===== config.mk =====
export PLATFORM = sky130hd
export DESIGN_NAME = ipv4_ttl_rewrite
export DESIGN_NICKNAME = d
export VERILOG_FILES = /design/src/design/ipv4_fwd_pkg.sv /design/src/design/ipv4_ttl_rewrite.sv
export SDC_FILE = /design/constraint.sdc
export NUM_CORES = 1
export LEC_CHECK = 0
export ABC_AREA = 1
export ABC_CLOCK_PERIOD_IN_PS = 6950
export BUFFER_PORTS_ARGS = -buffer_cell sky130_fd_sc_hd__buf_2
export CAP_MARGIN = 20
export CELL_PAD_IN_SITES_DETAIL_PLACEMENT = 1
export CELL_PAD_IN_SITES_GLOBAL_PLACEMENT = 2
export CORE_ASPECT_RATIO = 0.8
export CORE_MARGIN = 10
export CORE_UTILIZATION = 31
export CTS_BUF_LIST = sky130_fd_sc_hd__clkbuf_4 sky130_fd_sc_hd__clkbuf_8 sky130_fd_sc_hd__clkbuf_16
export DETAILED_ROUTE_END_ITERATION = 8
export PLACE_DENSITY_LB_ADDON = 0.2
export SLEW_MARGIN = 20
export SYNTH_ARGS = -nofsm -noshare
export SYNTH_HDL_FRONTEND = slang
export SYNTH_SLANG_ARGS = --single-unit

===== constraint.sdc =====
create_clock -name core_clk_ifc -period 6.95 [get_ports core_clk_ifc]
set_clock_uncertainty 0.1 [all_clocks]
set_input_delay 0 -clock core_clk_ifc [delete_from_list [all_inputs] [get_ports core_clk_ifc]]
set_output_delay 0 -clock core_clk_ifc [all_outputs]
set_load 0.1 [all_outputs]

===== src/design/ipv4_fwd_pkg.sv =====
/* Widths, header byte offsets, beat and status structs, beat index type
   and the ones' complement adder shared by the IPv4 forwarding stages */

package ipv4_fwd_pkg;

    ////////////////////////////////////////
    // Widths

    localparam int beat_bytes = 8;
    localparam int data_w     = beat_bytes * 8;
    localparam int csum_w     = 16;
    localparam int idx_w      = 3;

    typedef logic [data_w-1:0]     data_t;
    typedef logic [beat_bytes-1:0] keep_t;
    typedef logic [idx_w-1:0]      beat_idx_t;
    typedef logic [csum_w-1:0]     csum_t;

    // Beat counter stops here on long packets
    localparam beat_idx_t beat_idx_max = '1;

    ////////////////////////////////////////
    // Frame layout, byte offsets from start of packet

    localparam int ethertype_offset = 12;
    localparam int ipv4_hdr_offset  = 14;
    localparam int ipv4_hdr_bytes   = 20;
    localparam int ttl_offset       = 22;
    localparam int chk_offset       = 24;

    // Beats that carry the fields above
    localparam beat_idx_t ethertype_beat = beat_idx_t'(ethertype_offset / beat_bytes);
    localparam beat_idx_t ttl_beat       = beat_idx_t'(ttl_offset / beat_bytes);
    localparam beat_idx_t chk_beat       = beat_idx_t'(chk_offset / beat_bytes);
    localparam beat_idx_t hdr_end_beat   =
        beat_idx_t'((ipv4_hdr_offset + ipv4_hdr_bytes - 1) / beat_bytes);

    localparam csum_t ipv4_ethertype = 16'h0800;

    ////////////////////////////////////////
    // Stream types

    typedef struct packed {
        data_t data;
        keep_t keep;
        logic  last;
    } pkt_beat_t;

    typedef struct packed {
        pkt_beat_t beat;
        beat_idx_t idx;
        logic      is_ipv4;
    } tagged_beat_t;

    // Only nonzero on the last beat of a packet
    typedef struct packed {
        logic hdr_bad;
        logic ttl_zero;
    } pkt_status_t;

    // 16-bit add with end-around carry
    function automatic csum_t csum_add(input csum_t a, input csum_t b);
        logic [csum_w:0] s;
        s = {1'b0, a} + {1'b0, b};
        return s[csum_w-1:0] + csum_t'(s[csum_w]);
    endfunction

endpackage


===== src/design/ipv4_ttl_rewrite.sv =====
/* Third pipeline stage: TTL decrement, incremental checksum update
   and the TTL-zero flag */

module ipv4_ttl_rewrite import ipv4_fwd_pkg::*; (
    input  logic         core_clk_ifc,
    input  logic         reset,

    input  tagged_beat_t in_tag,
    input  pkt_status_t  in_status,
    input  logic         in_valid,
    output logic         in_ready,

    output pkt_beat_t    out_beat,
    output pkt_status_t  out_status,
    output logic         out_valid,
    input  logic         out_ready
);

    // Field positions inside their beats, byte 0 at the top
    localparam int ttl_msb = data_w - 1 - 8 * (ttl_offset % beat_bytes);
    localparam int chk_msb = data_w - 1 - 8 * (chk_offset % beat_bytes);

    csum_t       old_word_q;
    csum_t       new_word_q;
    logic        ttl_zero_q;

    csum_t       old_word;
    csum_t       new_word;
    csum_t       old_chk;
    csum_t       new_chk;
    logic        ttl_beat_hit;
    logic        chk_beat_hit;
    logic        accept;
    pkt_beat_t   beat_next;
    pkt_status_t status_next;

    assign in_ready = !out_valid || out_ready;
    assign accept   = in_valid && in_ready;

    assign ttl_beat_hit = in_tag.is_ipv4 && (in_tag.idx == ttl_beat);
    assign chk_beat_hit = in_tag.is_ipv4 && (in_tag.idx == chk_beat);

    ////////////////////////////////////////
    // Field rewrite

    assign old_word = in_tag.beat.data[ttl_msb -: csum_w];
    assign old_chk  = in_tag.beat.data[chk_msb -: csum_w];

    // TTL sits in the high byte, protocol in the low byte
    assign new_word = (old_word[15:8] == 8'd0) ?
                      old_word : {old_word[15:8] - 8'd1, old_word[7:0]};

    // RFC 1624 form, HC' = ~(~HC + ~m + m')
    assign new_chk = ~csum_add(csum_add(~old_chk, ~old_word_q), new_word_q);

    always_comb begin
        beat_next = in_tag.beat;
        if (ttl_beat_hit) begin
            beat_next.data[ttl_msb -: csum_w] = new_word;
        end
        // Zero TTL leaves the checksum as it came in
        if (chk_beat_hit && !ttl_zero_q) begin
            beat_next.data[chk_msb -: csum_w] = new_chk;
        end
    end

    always_comb begin
        status_next = '0;
        if (in_tag.beat.last) begin
            status_next.hdr_bad  = in_status.hdr_bad;
            status_next.ttl_zero = ttl_zero_q;
        end
    end

    ////////////////////////////////////////
    // Per-packet state

    always_ff @(posedge core_clk_ifc) begin
        if (reset) begin
            ttl_zero_q <= 1'b0;
        end else if (accept) begin
            if (in_tag.beat.last) begin
                ttl_zero_q <= 1'b0;
            end else if (ttl_beat_hit) begin
                ttl_zero_q <= (old_word[15:8] == 8'd0);
            end
        end
    end

    always_ff @(posedge core_clk_ifc) begin
        if (accept && ttl_beat_hit) begin
            old_word_q <= old_word;
            new_word_q <= new_word;
        end
    end

    ////////////////////////////////////////
    // Output register

    always_ff @(posedge core_clk_ifc) begin
        if (reset) begin
            out_valid <= 1'b0;
        end else if (accept) begin
            out_valid <= 1'b1;
        end else if (out_ready) begin
            out_valid <= 1'b0;
        end
    end

    always_ff @(posedge core_clk_ifc) begin
        if (accept) begin
            out_beat   <= beat_next;
            out_status <= status_next;
        end
    end

endmodule


==> impl_metrics.env <==
export IMPL_synth_seq_cells=101
export IMPL_num_rows=46
export IMPL_tightest_slew_ns=0.9952
export IMPL_comb_power_share_pct=32.1
export IMPL_layout_commonest_cell="nand2_1"
export IMPL_cts_buffers=9
export IMPL_clk_pin_slew_ns=0.08
export IMPL_drt_iter0_markers=275
export IMPL_gr_usage_all_layers_pct=15.97
export IMPL_post_route_util_pct=43.34
export IMPL_worstPathRequired_ns=6.97
export IMPL_ir_worst_vdd_mv=0.1008
export IMPL_dp_cells=1216
export IMPL_die_w_um=180.6
export IMPL_fillers=2484
export IMPL_num_nets_final=1165
export IMPL_die_y_um=148.5
export IMPL_swShare_pct=38.84
export IMPL_fin_crit_ns=6.202
export IMPL_crit_type="flop to flop"
export IMPL_critPathCaptureType="flop"
export IMPL_synth_cell_types=37
export IMPL_rr_worst_depth=44
export IMPL_fin_cells=1310
export IMPL_drv_cap=0
export IMPL_wl_per_cell_um=16.45
export IMPL_wl_um=21550
export IMPL_power_frac_seq_pct=39.0
export IMPL_ios=160
export IMPL_slowest_stage="edfxtp_1"
export IMPL_crit_fanout=5
export IMPL_setup_tns_ns=0
export IMPL_cts_sinks=101
export IMPL_route_detailed_drc=0
export IMPL_dpl_hpwl_um=17070
export IMPL_start_kind="flop"
export IMPL_num_antenna_cells=0
export IMPL_ys_flop_type="edfxtp_1"
export IMPL_arrival_ns=6.22
export IMPL_vias_per_cell=4.493
export IMPL_final_cell_mix="261 x nand2_1, 158 x buf_2, 146 x inv_1"
export IMPL_grt_overflow=0
export IMPL_core_region_area_um2=20030
export IMPL_clk_latency_ns=0.36
export IMPL_drtPass1Iterations=5
export IMPL_synth_warnings=0
export IMPL_grt_max_degree=76
export IMPL_mappedNetlistArea_um2=6397
export IMPL_cpMostUsedCell="nand2_1"
export IMPL_hold_path_class="input port to flop"
export IMPL_area_growth_syn_to_layout_pct=35.69
export IMPL_place_gp_congestion=0.8085
export IMPL_synth_seq_area_share_pct=47.10
export IMPL_grt_pass1_wl_um=34000
export IMPL_run_status="finished clean"
export IMPL_drive_gt1_share_pct=21.13
export IMPL_first_global_vias=6040
export IMPL_maxSlewHeadroom_pct=33.65
export IMPL_avgSynthCellArea_um2=8.067
export IMPL_place_area_um2=7543
export IMPL_cts_buffer_depth=2
export IMPL_max_freq_ghz=0.1612
export IMPL_post_synth_inst_count=793
export IMPL_finalHoldViolCount=0
export IMPL_crit_path_max_incr_delay_ns=0.40
export IMPL_design_area_um2=8681
export IMPL_p_clk_share_pct=28.9
export IMPL_synthArstFlopShare_pct=0
export IMPL_numPortBuffers=158
export IMPL_min_path_cells=3
export IMPL_setup_viol=0
export IMPL_power_density_nw_per_um2=210.8
export IMPL_p_int_mw=1.119
export IMPL_cts_tree="built"
export IMPL_start_util_pct=31.94
export IMPL_dieArea_um2=26820
export IMPL_drtAntennaViolNets=0
export IMPL_cts_max_level=3
export IMPL_p_leak_nw=4.310
export IMPL_antenna_found_initial=0
export IMPL_p_total_mw=1.830
export IMPL_vias=5886
export IMPL_maxSlewViolCount=0
export IMPL_synth_edf_count=99
export IMPL_cts_root_buf="clkbuf_16"
export IMPL_min_period_over_period_pct=89.24
export IMPL_net_switching_power_uw=710.6
export IMPL_syn_num_nets=917
[synthesized netlist by cell type, types with 5 or more instances]
library cell | count | share of area (%)
a21oi_1 | 32 | 2.5
a31oi_1 | 9 | 0.88
edfxtp_1 | 99 | 46
ha_1 | 39 | 7.6
inv_1 | 147 | 8.6
inv_2 | 5 | 0.29
nand2_1 | 261 | 15
nand2_2 | 5 | 0.49
nand3_1 | 63 | 4.9
nand4_1 | 8 | 0.78
nor2_1 | 56 | 3.3
nor2_2 | 5 | 0.49
nor3_1 | 6 | 0.47
o21ai_0 | 13 | 1.0
xor2_1 | 7 | 0.96
[power groups by stage]
stage | combinational, mW | sequential [mW] | clock, mW
after global routing | 0.643 | 0.717 | 0.570
after CTS | 0.585 | 0.713 | 0.551
after floorplan | 0.218 | 0.929 | 0
after global placement | 0.544 | 0.725 | 0
after detailed placement | 0.548 | 0.727 | 0
final | 0.587 | 0.713 | 0.529
[stage by stage]
step / setup slack (ns) / hold WS [ns]
finish: 0.7477 / 0.08565
global route: -0.03951 / 0.1302
CTS: 0.3383 / 0.003369
detailed placement: 0.3606 / 0.07843
global placement: 0.5172 / 0.07621
floorplan: 1.743 / -0.03093
[cells by family after synthesis]
| group | synth area share, % |
|---|---|
| simple gates | 28.32 |
| buf+inv | 9.271 |
| flops | 47.10 |
| compound gates | 5.691 |
| fa+ha+maj | 8.254 |
| xor+xnor | 1.369 |
[area by class of cell]
| class | count | area [um2] | share of cell area (%) |
|---|---|---|---|
| clock buffer | 9 | 225.2 | 2.594 |
| clock inverter | 7 | 81.33 | 0.9369 |
| inverter | 152 | 571.8 | 6.587 |
| sequential | 101 | 3013 | 34.71 |
| tap | 264 | 330.3 | 3.805 |
| timing repair buffer | 241 | 1604 | 18.48 |
| multi-input combinational | 536 | 2855 | 32.89 |
[final timing paths]
kind	startpoint	to	slack (ns)
max	old_word_q[0]	out_beat[71]	0.75
min	in_tag[70]	out_beat[66]	0.09
max reg2reg	old_word_q[0]	out_beat[71]	0.75
min reg2reg	ttl_zero_q	ttl_zero_q	0.46
[metal layers]
metal	share of wire [%]	global-route usage, %
met4	0.81	3.275
met1	51	22.04
met5	0	0
met2	45	25.64
met3	3.6	2.861
[sequential cells by signal, summed over array words and instances, names as in the netlist]
register and count:
ttl_zero_q 1, out_status 2, new_word_q 8, out_beat 73, out_valid 1, old_word_q 16
[critical path: cells and delay by family, from the launching register on]
family / cells / cell delay (ns)
AOI/OAI and AO/OA: 3 / 0.42
adders and majority gates: 5 / 1.28
buffers and inverters: 5 / 0.48
DFF: 1 / 0.40
and+or+nand+nor: 31 / 3.29
[what timing repair did]
action	CTS	global route
gates resized for setup	0	14
endpoints found under the setup margin	0	7
hold buffers	75	1
setup buffers	0	2
hold endpoints to repair	91	1
Note: power is estimated with default switching activity, not from simulation.
