$ cat config.mk
export PLATFORM = sky130hd
export DESIGN_NAME = eth_beat_indexer
export DESIGN_NICKNAME = d
export VERILOG_FILES = /design/src/design/ipv4_fwd_pkg.sv /design/src/design/eth_beat_indexer.sv
export SDC_FILE = /design/constraint.sdc
export NUM_CORES = 1
export LEC_CHECK = 0
export BUFFER_PORTS_ARGS = -buffer_cell sky130_fd_sc_hd__buf_2
export CAP_MARGIN = 5
export CORE_ASPECT_RATIO = 0.5
export CORE_MARGIN = 5
export CORE_UTILIZATION = 38
export DETAILED_ROUTE_END_ITERATION = 10
export GPL_ROUTABILITY_DRIVEN = 0
export PLACE_DENSITY = 0.77
export SKIP_CTS_REPAIR_TIMING = 1
export SLEW_MARGIN = 5
export SYNTH_ARGS = -nofsm -noshare
export SYNTH_HDL_FRONTEND = slang
export SYNTH_SLANG_ARGS = --single-unit
$ cat constraint.sdc
create_clock -name core_clk_ifc -period 2.4 [get_ports core_clk_ifc]
set_clock_uncertainty 0.05 [all_clocks]
set_input_delay 0 -clock core_clk_ifc [delete_from_list [all_inputs] [get_ports core_clk_ifc]]
set_output_delay 0 -clock core_clk_ifc [all_outputs]
set_load 0.05 [all_outputs]
$ cat src/design/ipv4_fwd_pkg.sv
/* Widths, header byte offsets, beat and status structs, beat index type
   and the ones' complement adder shared by the IPv4 forwarding stages */

package ipv4_fwd_pkg;

    ////////////////////////////////////////
    // Widths

    localparam int beat_bytes = 8;
    localparam int data_w     = beat_bytes * 8;
    localparam int csum_w     = 16;
    localparam int idx_w      = 3;

    typedef logic [data_w-1:0]     data_t;
    typedef logic [beat_bytes-1:0] keep_t;
    typedef logic [idx_w-1:0]      beat_idx_t;
    typedef logic [csum_w-1:0]     csum_t;

    // Beat counter stops here on long packets
    localparam beat_idx_t beat_idx_max = '1;

    ////////////////////////////////////////
    // Frame layout, byte offsets from start of packet

    localparam int ethertype_offset = 12;
    localparam int ipv4_hdr_offset  = 14;
    localparam int ipv4_hdr_bytes   = 20;
    localparam int ttl_offset       = 22;
    localparam int chk_offset       = 24;

    // Beats that carry the fields above
    localparam beat_idx_t ethertype_beat = beat_idx_t'(ethertype_offset / beat_bytes);
    localparam beat_idx_t ttl_beat       = beat_idx_t'(ttl_offset / beat_bytes);
    localparam beat_idx_t chk_beat       = beat_idx_t'(chk_offset / beat_bytes);
    localparam beat_idx_t hdr_end_beat   =
        beat_idx_t'((ipv4_hdr_offset + ipv4_hdr_bytes - 1) / beat_bytes);

    localparam csum_t ipv4_ethertype = 16'h0800;

    ////////////////////////////////////////
    // Stream types

    typedef struct packed {
        data_t data;
        keep_t keep;
        logic  last;
    } pkt_beat_t;

    typedef struct packed {
        pkt_beat_t beat;
        beat_idx_t idx;
        logic      is_ipv4;
    } tagged_beat_t;

    // Only nonzero on the last beat of a packet
    typedef struct packed {
        logic hdr_bad;
        logic ttl_zero;
    } pkt_status_t;

    // 16-bit add with end-around carry
    function automatic csum_t csum_add(input csum_t a, input csum_t b);
        logic [csum_w:0] s;
        s = {1'b0, a} + {1'b0, b};
        return s[csum_w-1:0] + csum_t'(s[csum_w]);
    endfunction

endpackage

$ cat src/design/eth_beat_indexer.sv
/* First pipeline stage: beat numbering within a packet and
   IPv4 detection from the EtherType */

module eth_beat_indexer import ipv4_fwd_pkg::*; (
    input  logic         core_clk_ifc,
    input  logic         reset,

    input  pkt_beat_t    in_beat,
    input  logic         in_valid,
    output logic         in_ready,

    output tagged_beat_t tag_beat,
    output logic         tag_valid,
    input  logic         tag_ready
);

    // Bit position of the EtherType inside its beat, byte 0 at the top
    localparam int ethertype_msb = data_w - 1 - 8 * (ethertype_offset % beat_bytes);

    beat_idx_t cnt_q;
    logic      is_ipv4_q;
    logic      eth_match;
    logic      cur_ipv4;
    logic      accept;

    assign in_ready = !tag_valid || tag_ready;
    assign accept   = in_valid && in_ready;

    assign eth_match = (in_beat.data[ethertype_msb -: csum_w] == ipv4_ethertype);

    // Beat 1 uses the compare directly, later beats the held flag
    assign cur_ipv4 = (cnt_q == ethertype_beat) ? eth_match : is_ipv4_q;

    ////////////////////////////////////////
    // Packet position tracking

    always_ff @(posedge core_clk_ifc) begin
        if (reset) begin
            cnt_q     <= '0;
            is_ipv4_q <= 1'b0;
        end else if (accept) begin
            if (in_beat.last) begin
                cnt_q     <= '0;
                is_ipv4_q <= 1'b0;
            end else begin
                if (cnt_q != beat_idx_max) begin
                    cnt_q <= cnt_q + 1'b1;
                end
                is_ipv4_q <= cur_ipv4;
            end
        end
    end

    ////////////////////////////////////////
    // Output register

    always_ff @(posedge core_clk_ifc) begin
        if (reset) begin
            tag_valid <= 1'b0;
        end else if (accept) begin
            tag_valid <= 1'b1;
        end else if (tag_ready) begin
            tag_valid <= 1'b0;
        end
    end

    always_ff @(posedge core_clk_ifc) begin
        if (accept) begin
            tag_beat.beat    <= in_beat;
            tag_beat.idx     <= cnt_q;
            tag_beat.is_ipv4 <= cur_ipv4;
        end
    end

endmodule

==> reports/qor.yml, run 1 <==
cts_buffer_depth: 2
synth_top_family_by_area: "simple AND/OR/NAND/NOR gates"
antenna_cells: 0
fmax_mhz: 454.7
viasPerCell: 4.393
seq_area_frac_synth_pct: 92.16
cts.sinks: 82
post-route-min-period_ps: 2199
dpl.cell_count: 363
grt_pass1_vias: 1697
post-place-ws_ps: 828.2
synthXorXnorAreaFrac_pct: 0
gr-total-overflow: 0
synth_largest_area_cell: "edfxtp_1"
die_w_um: 127.4
critical_path_class: "in2reg"
synth_cell_type_count: 18
power_w: 0.003584
cts_tree: "built"
post-route-period-util_pct: 91.63
finalSetupViolations: 0
clk-insertion-delay-late_ps: 320
die_y_um: 68.69
io_buffers: 155
run_status: "complete, no violations"
drc: 0
drive_above_1_share_pct: 47.80
area_delta_synth_final_pct: 75.81
muxShareOfSynthArea_pct: 0.3824
instances_no_fill: 456
critPathCaptureType: "flip-flop"
drv_cap: 0
rsz0062_at_grt: "false"
avgRoutedWirePerCell_um: 17.22
syn-num-nets: 194
maxSlewViolCount: 0
final_util_pct: 68.68
met1_length_mm: 2.682
arrival_ps: 2420
ys.warnings.count: 0
hold_violations: 0
io-pin-count: 156
yosys.area_share.simple_pct: 3.920
grt_pass1_wl_mm: 8.631
synth_area_leaders: "edfxtp_1 88%, dfxtp_1 3.8%, ha_1 1.4%, inv_1 0.72%, nor4b_1 0.67%"
dr_wl_met3_um: 337
final_antenna_net_count: 0
antenna_found_initial: 0
dr.first_iter.drc_count: 112
rows: 21
grt_max_degree: 41
vias: 2003
syn_area_um2: 2618
avgSynthCellArea_um2: 22.96
p_leak_nw: 1.960
dieArea_um2: 8748
slew_headroom_pct: 63.43
synth-seq-cells: 82
top_layer: "met4"
cts_root_buf: "clkbuf_16"
wirelength_mm: 7.853
synthAdderAreaFrac_pct: 1.434
initial_core_util_pct: 39.07
clkTransAtPathRegs_ps: 60
worst_setup_path_start_kind: "input port"
dr.pass1.iters: 4
layout_setup_ws_ps: 200.9
synth-compound-area-share_pct: 1.386
peakVddDrop_mv: 0.4046
synthCells: 114
power_density_nw_per_um2: 778.8
crit_fanout: 2
track_usage_pct: 13.35
dr_wl_met2_mm: 4.683
fin_tns_setup_ps: 0
critPathRequiredTime_ps: 2620
ctsHtreeMaxLevel: 3
fill_cells: 460
core_um2: 6700
tightest_slew_ps: 541.0
reg2reg_slack_ps: 280
numCtsBuffers: 9
finalNetCount: 439
hold_path_class: "in2reg"
synth_top_area_share_pct: 88.34
Yosys cell counts:
| cell | n |
|---|---|
| nor4_1 | 2 |
| and2b_1 | 1 |
| a22oi_1 | 2 |
| o21ai_0 | 1 |
| edfxtp_1 | 77 |
| o22ai_1 | 1 |
| nor4_2 | 1 |
| nand2b_1 | 2 |
| or4_1 | 1 |
| nand3_1 | 2 |
| nand2_1 | 2 |
| inv_1 | 5 |
| dfxtp_1 | 5 |
| ha_1 | 3 |
| mux2i_1 | 1 |
| nor2_1 | 4 |
| a21oi_1 | 2 |
| nor4b_1 | 2 |
metal layers:
metal	vias to the layer above	track usage, %
li1	935	-
met1	991	13.16
met2	58	26.44
met3	19	4.846
met4	0	4.947
met5	-	0
cells in the final DEF (no fill, tap or decap), types with 2 or more instances in the layout:
cell type / netlist / routed
a21oi_1: 2 / 2
a22oi_1: 2 / 2
buf_2: 0 / 155
buf_4: 0 / 2
clkbuf_1: 0 / 3
clkbuf_16: 0 / 9
clkinvlp_4: 0 / 2
dfxtp_1: 5 / 4
dlygate4sd3_1: 0 / 77
edfxtp_1: 77 / 77
ha_1: 3 / 3
inv_1: 5 / 4
nand2_1: 2 / 2
nand3_1: 2 / 2
nor2_1: 4 / 4
nor4_1: 2 / 2
nor4b_1: 2 / 2
per-stage QoR:
| step | hold slack, ps | instance area (um^2) |
|---|---|---|
| 3_3_place_gp | 126.5 | 3538 |
| 3_5_place_dp | 128.5 | 3538 |
| 4_1_cts | -209.0 | 3831 |
| 2_1_floorplan | 9.357 | 2633 |
| 6_report | 203.0 | 4602 |
| 5_1_grt | 232.4 | 4602 |
report_power, final:
group / leakage (nW) / switching, W / internal [W]
Combinational: 1.03 / 0.000389 / 0.000184
Clock: 0.140 / 0.000494 / 0.000833
Sequential: 0.788 / 0.0000237 / 0.00166
logic make-up (layout without fill, tap and decap cells):
family	after synthesis	in the layout
DFF	82	82
buffers and inverters	5	255
muxes	1	1
AOI/OAI and AO/OA	6	6
and+or+nand+nor	17	17
adders and majority gates	3	3
flip-flops by register name, summed over array words and instances, names as in the netlist:
name and cells:
tag_beat 77, is_ipv4_q 1, tag_valid 1, cnt_q 3
worst paths after layout:
path              cells past startpoint     endpoint   startpoint
setup / recovery                      7    is_ipv4_q  in_beat[26]
hold / removal                        5     cnt_q[0]    tag_ready
setup reg to reg                      6    is_ipv4_q     cnt_q[0]
hold reg to reg                       0  tag_beat[3]     cnt_q[2]
critical path, cell delays in order:
cell and delay [ps]:
dlygate4sd3_1 540, buf_2 140, nor4b_1 380, nand3_1 170
or4_1 450, a21oi_1 180, dlygate4sd3_1 560
cell type report:
cell class	count	area [um^2]	area share [%]
clock buffers	13	250.2	5.438
clock inverters	3	42.54	0.9244
inverters	5	22.52	0.4894
multi-input cells	27	193.9	4.214
flip-flops and latches	82	2416	52.50
well taps	92	115.1	2.501
repair buffers	234	1562	33.93
Note: power is estimated with default switching activity, not from simulation.
==> run 2: changes to the inputs <==
==> constraint.sdc (replaced) <==
create_clock -name core_clk_ifc -period 2.4 [get_ports core_clk_ifc]
set_clock_uncertainty 0.05 [all_clocks]
set_input_delay 0.36 -clock core_clk_ifc [delete_from_list [all_inputs] [get_ports core_clk_ifc]]
set_output_delay 0.36 -clock core_clk_ifc [all_outputs]
set_load 0.05 [all_outputs]
==> reports/qor.yml, run 2 (synthesized netlist as in run 1, its figures left out) <==
viasPerCell: 4.306  # -2.0%
top_register: "tag_beat"
final_util_pct: 57.27  # -11 points
startpoint: "cnt_q[0]"
worstReg2RegEnd: "cnt_q[0]"
critical_path.top_delay_family: "simple AND/OR/NAND/NOR gates"
initial_core_util_pct: 39.07  # unchanged
gr-total-overflow: 0  # unchanged
clk-insertion-delay-late_ps: 310  # about the same
final_cell_mix: "155 x buf_2, 77 x edfxtp_1, 9 x clkbuf_16"
cts.sinks: 82  # unchanged
wirelength_mm: 6.042  # -23%
busiest_layer: "met2"
reg_top3: "tag_beat (77), cnt_q (3)"
grt_pass1_wl_mm: 8.756  # +1.4%
drive_above_1_share_pct: 60.63  # +13 points
slew_headroom_pct: 62.82  # -0.61 points
postLayoutCellArea_um2: 3837  # -17%
p_leak_nw: 1.642  # -16%
placed_cell_area_um2: 3538  # unchanged
hold_violations: 0  # unchanged
critPathRequiredTime_ps: 2600  # -20 ps
power_density_nw_per_um2: 905.0  # +16%
cts_buffer_depth: 2  # unchanged
rsz0062_at_grt: "false"
rr_worst_depth: 5  # -1
core_um2: 6700  # unchanged
cp-endpoint: "cnt_q[0]"
fmax_mhz: 622.9  # +37%
worst-path-stages: 5  # -2
arrival_ps: 1810  # -610 ps
drc: 0  # unchanged
dieArea_um2: 8748  # unchanged
clkTransAtPathRegs_ps: 50  # about the same
path_cells: "ha_1, ha_1, nor4b_1, mux2i_1, nor2_1"
final_common_cell: "buf_2"
vias: 1632  # -19%
track_usage_pct: 13.36  # about the same
antenna_cells: 0  # unchanged
fin_tns_setup_ps: 0  # unchanged
dr.pass1.iters: 4  # unchanged
run_status: "complete, no violations"
tightest_slew_ps: 550.0  # +8.996 ps
cts_root_buf: "clkbuf_16"
power_w: 0.003473  # -3.1%
io-pin-count: 156  # unchanged
reg2reg_slack_ps: 790  # +510 ps
peakVddDrop_mv: 0.4407  # +8.9%
largest_reg_flops: 77  # unchanged
critPathCaptureType: "flip-flop"
reg2reg_from: "cnt_q[0]"
critical_path_class: "reg2reg"
worst_setup_path_start_kind: "flip-flop"
hold_start: "in_beat[41]"
maxSlewViolCount: 0  # unchanged
hold_path_class: "in2reg"
numCtsBuffers: 9  # unchanged
dr.first_iter.drc_count: 83  # -26%
drv_cap: 0  # unchanged
cp_slowest_cell: "nor4b_1"
die_w_um: 127.4  # unchanged
max_stage_delay_ps: 480  # -80 ps
avgRoutedWirePerCell_um: 15.94  # -7.4%
grt_max_degree: 47  # +15%
final_antenna_net_count: 0  # unchanged
grt_pass1_vias: 1760  # +3.7%
finalSetupViolations: 0  # unchanged
antenna_found_initial: 0  # unchanged
grt_use_met3_pct: 4.308  # -0.54 points
cts_tree: "built"
grt_use_met1_pct: 13.23  # +0.070 points
io_buffers: 155  # unchanged
use_met2_pct: 26.96  # +0.52 points
post-route-period-util_pct: 66.89  # -25 points
cpMostUsedCell: "ha_1"
post-route-min-period_ps: 1605  # -593.8 ps
area_delta_synth_final_pct: 46.61
critPathBufInv: 0  # -3
rows: 21  # unchanged
die_y_um: 68.69  # unchanged
ctsHtreeMaxLevel: 3  # unchanged
crit_fanout: 4  # +2
finalNetCount: 362  # -18%
==> run 2: layout make-up <==
| class | instances | area, um^2 |
|---|---|---|
| repair buffers | 157 | 790.8 |
| fillers | 549 | 2863 |
| multi-input cells | 27 | 193.9 |
| clock inverters | 3 | 38.79 |
| well taps | 92 | 115.1 |
| inverters | 5 | 22.52 |
| clock buffers | 13 | 260.3 |
| flip-flops and latches | 82 | 2416 |
==> run 2: per-layer routing <==
metal / part of all wire [%] / vias to the layer above
met4: 1.1 / 0
li1: - / 787
met5: 0 / -
met1: 34 / 798
met2: 60 / 39
met3: 4.0 / 8
==> run 2: worst min path at each step <==
stage / endpoint / cells past startpoint
2_1_floorplan: tag_valid / 1
3_3_place_gp: is_ipv4_q / 2
3_5_place_dp: is_ipv4_q / 2
4_1_cts: tag_beat[45] / 1
5_1_grt: tag_beat[9] / 1
6_report: tag_beat[45] / 1
==> run 2: where the power goes <==
group	switching, W	internal [W]	total, W
combinational	0.000363	0.000103	0.000466
sequential	0.0000205	0.00166	0.00168
clock	0.000469	0.000857	0.00133
total	0.000853	0.00262	0.00347
==> run 2: worst reg2reg max path, cell delays in order, from the launching register on <==
cell and delay, ps:
dfxtp_1 340, ha_1 220, ha_1 190, nor4b_1 480
mux2i_1 150, nor2_1 110
==> run 2: through the flow <==
step / hold slack, ps / setup slack, ps / std cells
3_3_place_gp: 408.0 / 759.3 / 363
4_1_cts: 158.1 / 767.0 / 379
5_1_grt: 153.2 / 557.1 / 379
3_5_place_dp: 430.5 / 710.1 / 363
2_1_floorplan: 369.4 / 66.89 / 114
6_report: 169.6 / 794.7 / 379
